File: src/common/sm3_cfg.svh
/*
 * Build-time constants of the SM3 core.
 * Included by the package and by RTL files that size counters or windows.
 */
`ifndef SM3_CFG_SVH
`define SM3_CFG_SVH

// word and block geometry
`define SM3_WORD_W 32
`define SM3_BLOCK_WORDS 16

// rounds per compression
`define SM3_ROUNDS 64
`define SM3_EARLY_ROUNDS 16

// round constants before rotation
`define SM3_T_EARLY 32'h79cc4519
`define SM3_T_LATE 32'h7a879d8a

`endif

File: src/common/sm3_pkg.sv
/*
 * Shared types and constants of the SM3 core.
 * Referenced by scoped names from every RTL file.
 */
`include "sm3_cfg.svh"

package sm3_pkg;

	typedef logic [`SM3_WORD_W-1:0] sm3_word_t;

	// A in word 7, H in word 0
	typedef sm3_word_t [7:0] sm3_digest_t;

	typedef enum logic [1:0]
	{
		IDLE,
		LOAD,
		ROUNDS,
		FINISH
	} sm3_ctrl_state_t;

	localparam sm3_digest_t SM3_IV = {
		32'h7380166f, 32'h4914b2b9, 32'h172442d7, 32'hda8a0600,
		32'ha96f30bc, 32'h163138aa, 32'he38dee4d, 32'hb0fb0e4e
	};

	// left rotate, n between 1 and word width - 1
	function automatic sm3_word_t rotl(input sm3_word_t x, input int n);
		return (x << n) | (x >> (`SM3_WORD_W - n));
	endfunction

endpackage

File: src/rtl/sm3_ctrl.sv
/*
 * Block sequencer of the SM3 core.
 * Counts the sixteen host words, then runs 64 rounds and one finish cycle.
 */
`timescale 1ns/10ps
`include "sm3_cfg.svh"

module sm3_ctrl
(
	input  logic clk_in,
	input  logic reset_n_in,
	input  logic word_valid,
	input  logic first_block,
	output logic load_en,
	output logic block_start,
	output logic round_en,
	output logic late_rounds,
	output logic finish,
	output logic use_iv,
	output logic busy,
	output logic done
);

	sm3_pkg::sm3_ctrl_state_t state;
	sm3_pkg::sm3_ctrl_state_t state_next;
	logic [3:0] word_cnt;
	logic [5:0] round_cnt;
	logic       accept_open;
	logic       last_word;
	logic       last_round;

	// host words only before the rounds start
	assign accept_open = (state == sm3_pkg::IDLE) || (state == sm3_pkg::LOAD);
	assign load_en = word_valid && accept_open;
	assign last_word = (word_cnt == 4'(`SM3_BLOCK_WORDS - 1));
	assign block_start = load_en && last_word;

	assign round_en = (state == sm3_pkg::ROUNDS);
	assign last_round = (round_cnt == 6'(`SM3_ROUNDS - 1));
	assign late_rounds = round_en && (round_cnt >= 6'(`SM3_EARLY_ROUNDS));
	assign finish = (state == sm3_pkg::FINISH);
	assign busy = (state != sm3_pkg::IDLE);

	always_comb
	begin
		state_next = state;
		case (state)
			sm3_pkg::IDLE:
				if (load_en)
					state_next = sm3_pkg::LOAD;
			sm3_pkg::LOAD:
				if (block_start)
					state_next = sm3_pkg::ROUNDS;
			sm3_pkg::ROUNDS:
				if (last_round)
					state_next = sm3_pkg::FINISH;
			default:
				state_next = sm3_pkg::IDLE;
		endcase
	end

	// counters wrap back to zero at the end of their phase
	always_ff @(posedge clk_in)
	begin
		if (!reset_n_in)
		begin
			state <= sm3_pkg::IDLE;
			word_cnt <= '0;
			round_cnt <= '0;
			use_iv <= 1'b0;
			done <= 1'b0;
		end
		else
		begin
			state <= state_next;
			done <= finish;
			if (load_en)
				word_cnt <= word_cnt + 4'd1;
			if (round_en)
				round_cnt <= round_cnt + 6'd1;
			if (load_en && (state == sm3_pkg::IDLE))
				use_iv <= first_block;
		end
	end

	// ********************
	// checks
	a_no_word_in_rounds: assert property (@(posedge clk_in) disable iff (!reset_n_in)
		!accept_open |-> !word_valid)
		else $error("word offered while block is compressing");

	a_cnt_idle_zero: assert property (@(posedge clk_in) disable iff (!reset_n_in)
		(state == sm3_pkg::IDLE) |-> (word_cnt == 4'd0) && (round_cnt == 6'd0))
		else $error("word or round counter not back at zero between blocks");

endmodule

File: src/expansion/sm3_msg_expansion.sv
/*
 * SM3 message expansion over a sixteen-word sliding window.
 * Host words shift in on load_en, expanded words on round_en.
 */
`timescale 1ns/10ps
`include "sm3_cfg.svh"

module sm3_msg_expansion
(
	input  logic               clk_in,
	input  logic               reset_n_in,
	input  sm3_pkg::sm3_word_t word,
	input  logic               load_en,
	input  logic               round_en,
	output sm3_pkg::sm3_word_t w,
	output sm3_pkg::sm3_word_t w_prime
);

	sm3_pkg::sm3_word_t win [`SM3_BLOCK_WORDS];
	sm3_pkg::sm3_word_t p1_in;
	sm3_pkg::sm3_word_t p1_out;
	sm3_pkg::sm3_word_t w_next;

	// win[0] is W[j] during round j
	assign w = win[0];
	assign w_prime = win[0] ^ win[4];

	// W[j+16] from W[j], W[j+3], W[j+7], W[j+10], W[j+13]
	assign p1_in = win[0] ^ win[7] ^ sm3_pkg::rotl(win[13], 15);
	assign p1_out = p1_in ^ sm3_pkg::rotl(p1_in, 15) ^ sm3_pkg::rotl(p1_in, 23);
	assign w_next = p1_out ^ sm3_pkg::rotl(win[3], 7) ^ win[10];

	always_ff @(posedge clk_in)
	begin
		if (load_en || round_en)
		begin
			for (int i = 0; i < `SM3_BLOCK_WORDS - 1; i++)
			begin
				win[i] <= win[i + 1];
			end
			win[`SM3_BLOCK_WORDS - 1] <= load_en ? word : w_next;
		end
	end

	// controller must never load while rounds run
	a_load_round_excl: assert property (@(posedge clk_in) disable iff (!reset_n_in)
		!(load_en && round_en))
		else $error("window shifted by load and round at once");

endmodule

File: src/compression/sm3_round_const.sv
/*
 * Round constant source, T rotated left by the round index.
 * The rotated value is kept in a register and stepped once per round.
 */
`timescale 1ns/10ps

module sm3_round_const #(
	parameter sm3_pkg::sm3_word_t T_EARLY = '0,
	parameter sm3_pkg::sm3_word_t T_LATE = '0
)
(
	input  logic               clk_in,
	input  logic               reset_n_in,
	input  logic               block_start,
	input  logic               round_en,
	input  logic               late_rounds,
	output sm3_pkg::sm3_word_t t_rot
);

	sm3_pkg::sm3_word_t t_reg;
	logic               late_q;
	logic               late_rise;

	// first late round uses T_late <<< 16
	assign late_rise = late_rounds && !late_q;
	assign t_rot = late_rise ? sm3_pkg::rotl(T_LATE, 16) : t_reg;

	always_ff @(posedge clk_in)
	begin
		if (!reset_n_in)
			late_q <= 1'b0;
		else
			late_q <= late_rounds;
	end

	always_ff @(posedge clk_in)
	begin
		if (block_start)
			t_reg <= T_EARLY;
		else if (round_en)
			t_reg <= sm3_pkg::rotl(t_rot, 1);
	end

endmodule

File: src/compression/sm3_compress.sv
/*
 * SM3 compression function, one round per round_en.
 * Holds the A-H working registers and the chaining value,
 * which is also the digest output.
 */
`timescale 1ns/10ps

module sm3_compress
(
	input  logic                 clk_in,
	input  logic                 reset_n_in,
	input  logic                 block_start,
	input  logic                 use_iv,
	input  logic                 round_en,
	input  logic                 late_rounds,
	input  logic                 finish,
	input  sm3_pkg::sm3_word_t   w,
	input  sm3_pkg::sm3_word_t   w_prime,
	input  sm3_pkg::sm3_word_t   t_rot,
	output sm3_pkg::sm3_digest_t digest
);

	sm3_pkg::sm3_word_t a;
	sm3_pkg::sm3_word_t b;
	sm3_pkg::sm3_word_t c;
	sm3_pkg::sm3_word_t d;
	sm3_pkg::sm3_word_t e;
	sm3_pkg::sm3_word_t f;
	sm3_pkg::sm3_word_t g;
	sm3_pkg::sm3_word_t h;
	sm3_pkg::sm3_word_t a_rot12;
	sm3_pkg::sm3_word_t ss1;
	sm3_pkg::sm3_word_t ss2;
	sm3_pkg::sm3_word_t ff;
	sm3_pkg::sm3_word_t gg;
	sm3_pkg::sm3_word_t tt1;
	sm3_pkg::sm3_word_t tt2;
	sm3_pkg::sm3_digest_t chain;

	// first block of a message starts from the IV
	assign chain = use_iv ? sm3_pkg::SM3_IV : digest;

	// ********************
	// round function
	assign a_rot12 = sm3_pkg::rotl(a, 12);
	assign ss1 = sm3_pkg::rotl(a_rot12 + e + t_rot, 7);
	assign ss2 = ss1 ^ a_rot12;

	// majority and choose in rounds 16..63
	assign ff = late_rounds ? ((a & b) | (a & c) | (b & c)) : (a ^ b ^ c);
	assign gg = late_rounds ? ((e & f) | (~e & g)) : (e ^ f ^ g);

	assign tt1 = ff + d + ss2 + w_prime;
	assign tt2 = gg + h + ss1 + w;

	always_ff @(posedge clk_in)
	begin
		if (block_start)
		begin
			{a, b, c, d, e, f, g, h} <= chain;
		end
		else if (round_en)
		begin
			a <= tt1;
			b <= a;
			c <= sm3_pkg::rotl(b, 9);
			d <= c;
			// P0
			e <= tt2 ^ sm3_pkg::rotl(tt2, 9) ^ sm3_pkg::rotl(tt2, 17);
			f <= e;
			g <= sm3_pkg::rotl(f, 19);
			h <= g;
		end
	end

	// ********************
	// feed-forward
	always_ff @(posedge clk_in)
	begin
		if (!reset_n_in)
			digest <= '0;
		else if (finish)
			digest <= chain ^ {a, b, c, d, e, f, g, h};
	end

	// finish comes one cycle after the last round
	a_finish_not_round: assert property (@(posedge clk_in) disable iff (!reset_n_in)
		finish |-> !round_en)
		else $error("finish raised during a round");

endmodule

File: src/rtl/sm3_core.sv
/*
 * SM3 hash core, one pre-padded 512-bit block at a time.
 * Feed sixteen words with word_valid, flag the first block of a message,
 * and read digest when done pulses.
 */
`timescale 1ns/10ps
`include "sm3_cfg.svh"

module sm3_core
(
	input  logic                clk_in,
	input  logic                reset_n_in,
	input  sm3_pkg::sm3_word_t  word,
	input  logic                word_valid,
	input  logic                first_block,
	output logic                busy,
	output logic                done,
	output sm3_pkg::sm3_digest_t digest
);

	logic load_en;
	logic block_start;
	logic round_en;
	logic late_rounds;
	logic finish;
	logic use_iv;
	sm3_pkg::sm3_word_t w;
	sm3_pkg::sm3_word_t w_prime;
	sm3_pkg::sm3_word_t t_rot;

	// ********************
	// sequencing
	sm3_ctrl sm3_ctrl_inst
	(
		.clk_in      (clk_in),
		.reset_n_in  (reset_n_in),
		.word_valid  (word_valid),
		.first_block (first_block),
		.load_en     (load_en),
		.block_start (block_start),
		.round_en    (round_en),
		.late_rounds (late_rounds),
		.finish      (finish),
		.use_iv      (use_iv),
		.busy        (busy),
		.done        (done)
	);

	// ********************
	// datapath
	sm3_msg_expansion sm3_msg_expansion_inst
	(
		.clk_in     (clk_in),
		.reset_n_in (reset_n_in),
		.word       (word),
		.load_en    (load_en),
		.round_en   (round_en),
		.w          (w),
		.w_prime    (w_prime)
	);

	sm3_round_const #(
		.T_EARLY (`SM3_T_EARLY),
		.T_LATE  (`SM3_T_LATE)
	) sm3_round_const_inst
	(
		.clk_in      (clk_in),
		.reset_n_in  (reset_n_in),
		.block_start (block_start),
		.round_en    (round_en),
		.late_rounds (late_rounds),
		.t_rot       (t_rot)
	);

	sm3_compress sm3_compress_inst
	(
		.clk_in      (clk_in),
		.reset_n_in  (reset_n_in),
		.block_start (block_start),
		.use_iv      (use_iv),
		.round_en    (round_en),
		.late_rounds (late_rounds),
		.finish      (finish),
		.w           (w),
		.w_prime     (w_prime),
		.t_rot       (t_rot),
		.digest      (digest)
	);

endmodule

File: config.mk
export PLATFORM = sky130hd
export DESIGN_NAME = sm3_core
export DESIGN_NICKNAME = d
export VERILOG_FILES = /design/src/common/sm3_pkg.sv /design/src/rtl/sm3_ctrl.sv /design/src/expansion/sm3_msg_expansion.sv /design/src/compression/sm3_round_const.sv /design/src/compression/sm3_compress.sv /design/src/rtl/sm3_core.sv
export VERILOG_INCLUDE_DIRS = /design/src /design/src/common
export SDC_FILE = /design/constraint.sdc
export NUM_CORES = 2
export LEC_CHECK = 0
export BUFFER_PORTS_ARGS = -buffer_cell sky130_fd_sc_hd__buf_2
export CAP_MARGIN = 20
export CORE_ASPECT_RATIO = 0.8
export CORE_MARGIN = 4
export CORE_UTILIZATION = 55
export DETAILED_ROUTE_END_ITERATION = 10
export GPL_TIMING_DRIVEN = 0
export PLACE_DENSITY = 0.72
export SETUP_SLACK_MARGIN = 0.3
export SYNTH_ARGS = -nofsm -noshare
export SYNTH_HDL_FRONTEND = slang
export SYNTH_SLANG_ARGS = --single-unit
export TNS_END_PERCENT = 20
File: constraint.sdc
create_clock -name clk_in -period 14.5 [get_ports clk_in]
set_input_delay 2.9 -clock clk_in [delete_from_list [all_inputs] [get_ports clk_in]]
set_output_delay 2.9 -clock clk_in [all_outputs]
set_load 0.05 [all_outputs]
======== After elaboration in Yosys (flattened, before gate mapping) ========
Memories as Yosys holds them, arrays and structs flattened.
Index checks and enable logic that the tools add are counted.
word-level totals
  memories ................................ 1
  bits in registers ....................... 559
  ROM bits ................................ 0
  output and inout bits ................... 258
  latch bits .............................. 0
  bits in writable memories ............... 512
cells by class
  add/sub/neg operators ................... 10
  bitwise operators ....................... 35
  divide/modulo/power cells ............... 0
  shifts and indexed selects .............. 0
  multiplexer cells ....................... 27
  multiply operators ...................... 0
  equal/unequal tests ..................... 8
  magnitude comparators ................... 1
  reduce and logical (&&, ||, !) cells .... 12
memory list
  name                        words  bits a word  rd ports  clocked after memory_dff  wr ports  RTL line                 source
  sm3_msg_expansion_inst.win  16     32           16        0                         16        sm3_msg_expansion.sv:19  sm3_pkg::sm3_word_t win [`SM3_BLOCK_WORDS];
operator list
  kind                                                                                  number
  32-bit two-way mux                                                                    20
  32-bit XOR                                                                            14
  32-bit adder                                                                          8
  256-bit two-way mux                                                                   1
  256-bit XOR                                                                           1
  32-bit bitwise AND                                                                    5
  32-bit OR                                                                             3
  32-bit by 15-bit OR with 32-bit output                                                2
  32-bit by 7-bit OR with 32-bit output                                                 2
  32-bit by 9-bit OR with 32-bit output                                                 2
  32-bit NOT                                                                            1
  32-bit by 1-bit OR with 32-bit output                                                 1
  32-bit by 12-bit OR with 32-bit output                                                1
  32-bit by 17-bit OR with 32-bit output                                                1
  32-bit by 19-bit OR with 32-bit output                                                1
  32-bit by 23-bit OR with 32-bit output                                                1
  6-bit by 1-bit adder with 6-bit output (second input constant)                        1
  6-bit == test (second input constant)                                                 1
  6-bit by 5-bit greater-or-equal comparator with 1-bit output (second input constant)  1
  2-bit two-way mux                                                                     3
  2-bit one-hot mux with 3 select lines                                                 1
  1-bit logical AND                                                                     5
  4-bit by 1-bit adder with 4-bit output (second input constant)                        1
  2-bit == test (second input constant)                                                 2
  10 further kinds                                                                      14

======== Depth between registers and ports, before layout ========
  depth in word-level cells ............... 13
  gate-level depth with buffers ........... 36

======== Cells and area by module ========
From an unflattened synthesis, not the netlist that was laid out.
unflattened totals
  cells, all modules ...................... 4834
  area, all modules ....................... 54770.0 sq um
modules (own cells, without submodules)
  module             seq. area each (sq um)  area each (sq um)  instances  cells an instance
  sm3_compress       12812.3                 34699.5            1          3810
  sm3_msg_expansion  15374.7                 17853.4            1          776
  sm3_round_const    660.6                   1519.0             1          174
  sm3_ctrl           280.3                   698.2              1          74

======== Least setup slack after synthesis ========
No wires, ideal clock.
  kind .................................... in2reg
  from .................................... in word_valid
  to ...................................... reg sm3_compress_inst.a[0], enable pin
  required time ........................... 13837 ps
  cell stages on the path ................. 7
  setup time .............................. 663 ps
  path buffers ............................ 4
  setup slack ............................. 4026 ps
  data arrival time ....................... 9811 ps
  cells stage by stage .................... o21a_1 -> clkbuf_1 -> nand4_1 -> clkbuf_1 -> clkbuf_1 -> clkbuf_1 -> nand2b_1
between the ends
  longest elaborated chain between the ends .. 3
ends and longest elaborated chain
  what                                 RTL line            source
  start, declared                      sm3_core.sv:14      input logic word_valid,
  1-bit logical AND                    sm3_ctrl.sv:34      assign load_en = word_valid && accept_open;
  1-bit logical AND                    sm3_ctrl.sv:36      assign block_start = load_en && last_word;
  2-bit nonzero test (no source line)  --
  end signal, assigned                 sm3_compress.sv:60  {a, b, c, d, e, f, g, h} <= chain;
  end signal, assigned                 sm3_compress.sv:64  a <= tt1;
  end, declared                        sm3_compress.sv:23  sm3_pkg::sm3_word_t a;
No other way between the ends.
A chain may end at the register's enable or synchronous reset.

======== Worst setup path after layout ========
  from .................................... reg sm3_ctrl_inst.state[0]
  to ...................................... reg sm3_compress_inst.e[31], data pin
between the ends
  longest elaborated chain between the ends .. 13
ends and longest elaborated chain
  what                                   RTL line               source
  start, declared                        sm3_ctrl.sv:24         sm3_pkg::sm3_ctrl_state_t state;
  start signal, assigned                 sm3_ctrl.sv:67         state <= sm3_pkg::IDLE;
  start signal, assigned                 sm3_ctrl.sv:75         state <= state_next;
  2-bit == test                          sm3_ctrl.sv:38         assign round_en = (state == sm3_pkg::ROUNDS);
  1-bit logical AND                      sm3_ctrl.sv:40         assign late_rounds = round_en && (round_cnt >= 6'(`SM3_EARLY_ROUNDS));
  1-bit logical AND                      sm3_round_const.sv:25  assign late_rise = late_rounds && !late_q;
  32-bit two-way mux                     sm3_round_const.sv:26  assign t_rot = late_rise ? sm3_pkg::rotl(T_LATE, 16) : t_reg;
  32-bit adder                           sm3_compress.sv:46     assign ss1 = sm3_pkg::rotl(a_rot12 + e + t_rot, 7);
  32-bit by 7-bit OR with 32-bit output  sm3_pkg.sv:29          return (x << n) | (x >> (`SM3_WORD_W - n));
  32-bit adder (2 in a row)              sm3_compress.sv:54     assign tt2 = gg + h + ss1 + w;
  32-bit by 9-bit OR with 32-bit output  sm3_pkg.sv:29
  32-bit XOR (2 in a row)                sm3_compress.sv:69     e <= tt2 ^ sm3_pkg::rotl(tt2, 9) ^ sm3_pkg::rotl(tt2, 17);
  32-bit two-way mux                     sm3_compress.sv:62     else if (round_en)
  32-bit two-way mux (*)                 sm3_compress.sv:58     if (block_start)
  end signal, assigned                   sm3_compress.sv:60
  end signal, assigned                   sm3_compress.sv:69
  end, declared                          sm3_compress.sv:27     sm3_pkg::sm3_word_t e;
Every way passes the cells marked *; elsewhere a longest branch is shown, timed or not. The select of a mux whose other input is x is not followed.

==> impl_metrics.env <==
export IMPL_rr_worst_depth=33
export IMPL_rows=102
export IMPL_place_hpwl_um=146000
export IMPL_finalHoldViolations=0
export IMPL_grtUsageTotal_pct=36.1
export IMPL_area_growth_pct=12.9
export IMPL_cts_resized=0
export IMPL_path_class="reg2reg"
export IMPL_synth_nets=5262
export IMPL_routed_wl_um=189000
export IMPL_via_per_inst=6.25
export IMPL_syn_avg_cell_area_um2=10.8
export IMPL_drive_above_1_share_pct=9.68
export IMPL_port_buffers=293
export IMPL_drtAntennaViolNets=0
export IMPL_cts_hold_buf=0
export IMPL_cp_slowest_stage_delay_ns=0.69
export IMPL_clk_root_buffer_cell="clkbuf_16"
export IMPL_yosysSeqAreaShare_pct=54.4
export IMPL_endpoint_kind="flip-flop"
export IMPL_core_area_um2=96700
export IMPL_cts_buffer_depth=3
export IMPL_die_y_um=287
export IMPL_setup_viol=0
export IMPL_wl_per_cell_um=28.0
export IMPL_first_global_vias=38361
export IMPL_relSlewSlack_pct=15.8
export IMPL_antenna_found_initial=3
export IMPL_hp_class="reg2reg"
export IMPL_clock_latency_ns=0.71
export IMPL_clkSinkCount=1071
export IMPL_drc=0
export IMPL_tightest_slew_ns=1.26
export IMPL_grt_ovfl_total=0
export IMPL_cp_common_cell="fa_1"
export IMPL_cts_inserted_buffers=104
export IMPL_final_util_pct=62.5
export IMPL_ios=294
export IMPL_maxCapViolCount=0
export IMPL_clkSlewWorstSetupHoldPaths_ns=0.06
export IMPL_via_count=42182
export IMPL_start_kind="flip-flop"
export IMPL_cts_tree="yes"
export IMPL_drt_iter0_markers=6563
export IMPL_synthArstFlopShare_pct=0
export IMPL_cp_slowest_cell="xor2_1"
export IMPL_synth_cells=4940
export IMPL_synthesis_area_um2=53500
export IMPL_crit_fanout=10
export IMPL_cp_data_required_time_ns=14.90
export IMPL_ys_ff_latch=1071
export IMPL_dr_pass1_iters=9
export IMPL_regMostFlops="sm3_msg_expansion_inst.win"
export IMPL_cts_setup_buffers=0
export IMPL_whs_path_depth=0
export IMPL_rsz0062_at_grt="false"
export IMPL_place_congestion=1.02
export IMPL_fmax_mhz=95.6
export IMPL_h_tree_depth=3
export IMPL_dieWidth_um=357
export IMPL_nets=5682
export IMPL_arrival_ns=10.86
export IMPL_diodes=0
export IMPL_yosys_warnings=0
export IMPL_start_util_pct=55.4
export IMPL_grt_max_degree=71
export IMPL_yosys_most_used_dff="edfxtp_1"
export IMPL_period_share_pct=72.1
export IMPL_grt_pass1_wl_um=265000
export IMPL_report_final_slew_viol_count=0
export IMPL_fin_crit_ns=10.46
export IMPL_largest_reg_flops=512
export IMPL_synth_cell_types=80
export IMPL_top_regs="sm3_msg_expansion_inst.win x512, sm3_compress_inst.digest x256"
export IMPL_finClkSkew_ns=0.0440
export IMPL_die_area_um2=102000
export IMPL_holdWs_ns=0.407
export IMPL_synth_edf_count=768
export IMPL_status="finished clean"
## layer usage
layer  track usage [%]  vias to the layer above  wire (um)
met5                 0                        -          0
met4              16.6                        0      10700
met3              10.1                      500      26600
met2              50.2                     3001      77200
met1              52.5                    20422      74700
li1                  -                    18259          -
## cells by family (layout without fill, tap and decap cells)
| kind of cell | Yosys count | in the layout | share of synthesized area [%] |
|---|---|---|---|
| AOI/OAI and AO/OA | 1174 | 1174 | 13.7 |
| xor gates and xnor gates | 423 | 423 | 7.07 |
| adders and majority gates | 286 | 286 | 9.32 |
| buffers and inverters | 509 | 1021 | 3.57 |
| DFF | 1071 | 1071 | 54.4 |
| muxes | 58 | 58 | 1.16 |
| and+or+nand+nor | 1419 | 1419 | 10.8 |
## final cells by class
cell class,count,area [um2]
inverter,242,908
fill,7823,36300
buffer,267,1000
clock inverter,54,498
multi-input combinational,3360,22500
timing repair buffer,314,1920
clock buffer,144,2860
sequential,1071,29100
tap,1300,1630
## synth_stat cells (120+ instances only)
cell        n  share of area (%)
fa_1      188                7.0
nand2_1   729                5.1
inv_1     241                1.7
edfxtp_1  768                 43
nor2_1    487                3.4
clkbuf_1  246                1.7
a22oi_1   120                1.7
xnor2_1   318                5.2
a21oi_1   131                1.2
a32oi_1   136                2.2
o21ai_0   560                5.2
dfxtp_1   303                 11
## worst paths after layout
| check | startpoint | to | slack (ns) |
|---|---|---|---|
| max | sm3_ctrl_inst.state[0] | sm3_compress_inst.e[31] | 4.04 |
| min | sm3_msg_expansion_inst.win[15][6] | sm3_msg_expansion_inst.win[14][6] | 0.41 |
| max reg2reg | sm3_ctrl_inst.state[0] | sm3_compress_inst.e[31] | 4.04 |
| min reg2reg | sm3_msg_expansion_inst.win[15][6] | sm3_msg_expansion_inst.win[14][6] | 0.41 |
## cell usage in the layout (no fill, tap or decap), drive strengths merged, types with 9 or more instances in the layout
cell | Yosys | layout
nand4 | 10 | 10
a22oi | 120 | 120
nand2 | 729 | 729
xnor2 | 321 | 321
a21o | 47 | 47
ha | 98 | 98
nor2b | 34 | 34
o21ai | 587 | 587
xor2 | 99 | 99
a211oi | 17 | 17
a21oi | 134 | 134
or2 | 12 | 12
edfxtp | 768 | 768
dfxtp | 303 | 303
clkinv | 0 | 35
nor3 | 51 | 51
nand2b | 16 | 16
buf | 21 | 335
a221oi | 14 | 14
a31oi | 23 | 23
clkbuf | 246 | 390
and3 | 9 | 9
nor2 | 487 | 487
a32oi | 136 | 136
inv | 242 | 254
mux2i | 26 | 26
nand3 | 36 | 36
fa | 188 | 188
a211o | 18 | 18
o21bai | 17 | 17
o21a | 18 | 18
mux2 | 32 | 32
## worst max-delay path, delay by kind of cell (launching register included)
family,cells,cell delay [ns]
buffers and inverters,4,0.68
XOR/XNOR,3,1.54
AO/OA/AOI/OAI,16,4.15
flip-flops,1,0.33
adder cells (fa/ha/maj),7,2.78
AND/OR/NAND/NOR,3,0.67
## stage by stage
stage	instance area [um2]	worst slack [ns]	setup TNS, ns	std cells
2_1_floorplan	53500	4.03	0	4940
3_3_place_gp	56600	-1.74	-436.69	6533
4_1_cts	60400	4.35	0	6750
5_1_grt	60500	3.70	0	6752
3_5_place_dp	57100	4.43	0	6552
6_report	60500	4.04	0	6752
Power is left out: the tool's default activity adds up to more than one toggle a clock period on the data nets, which glitch-free logic cannot reach.
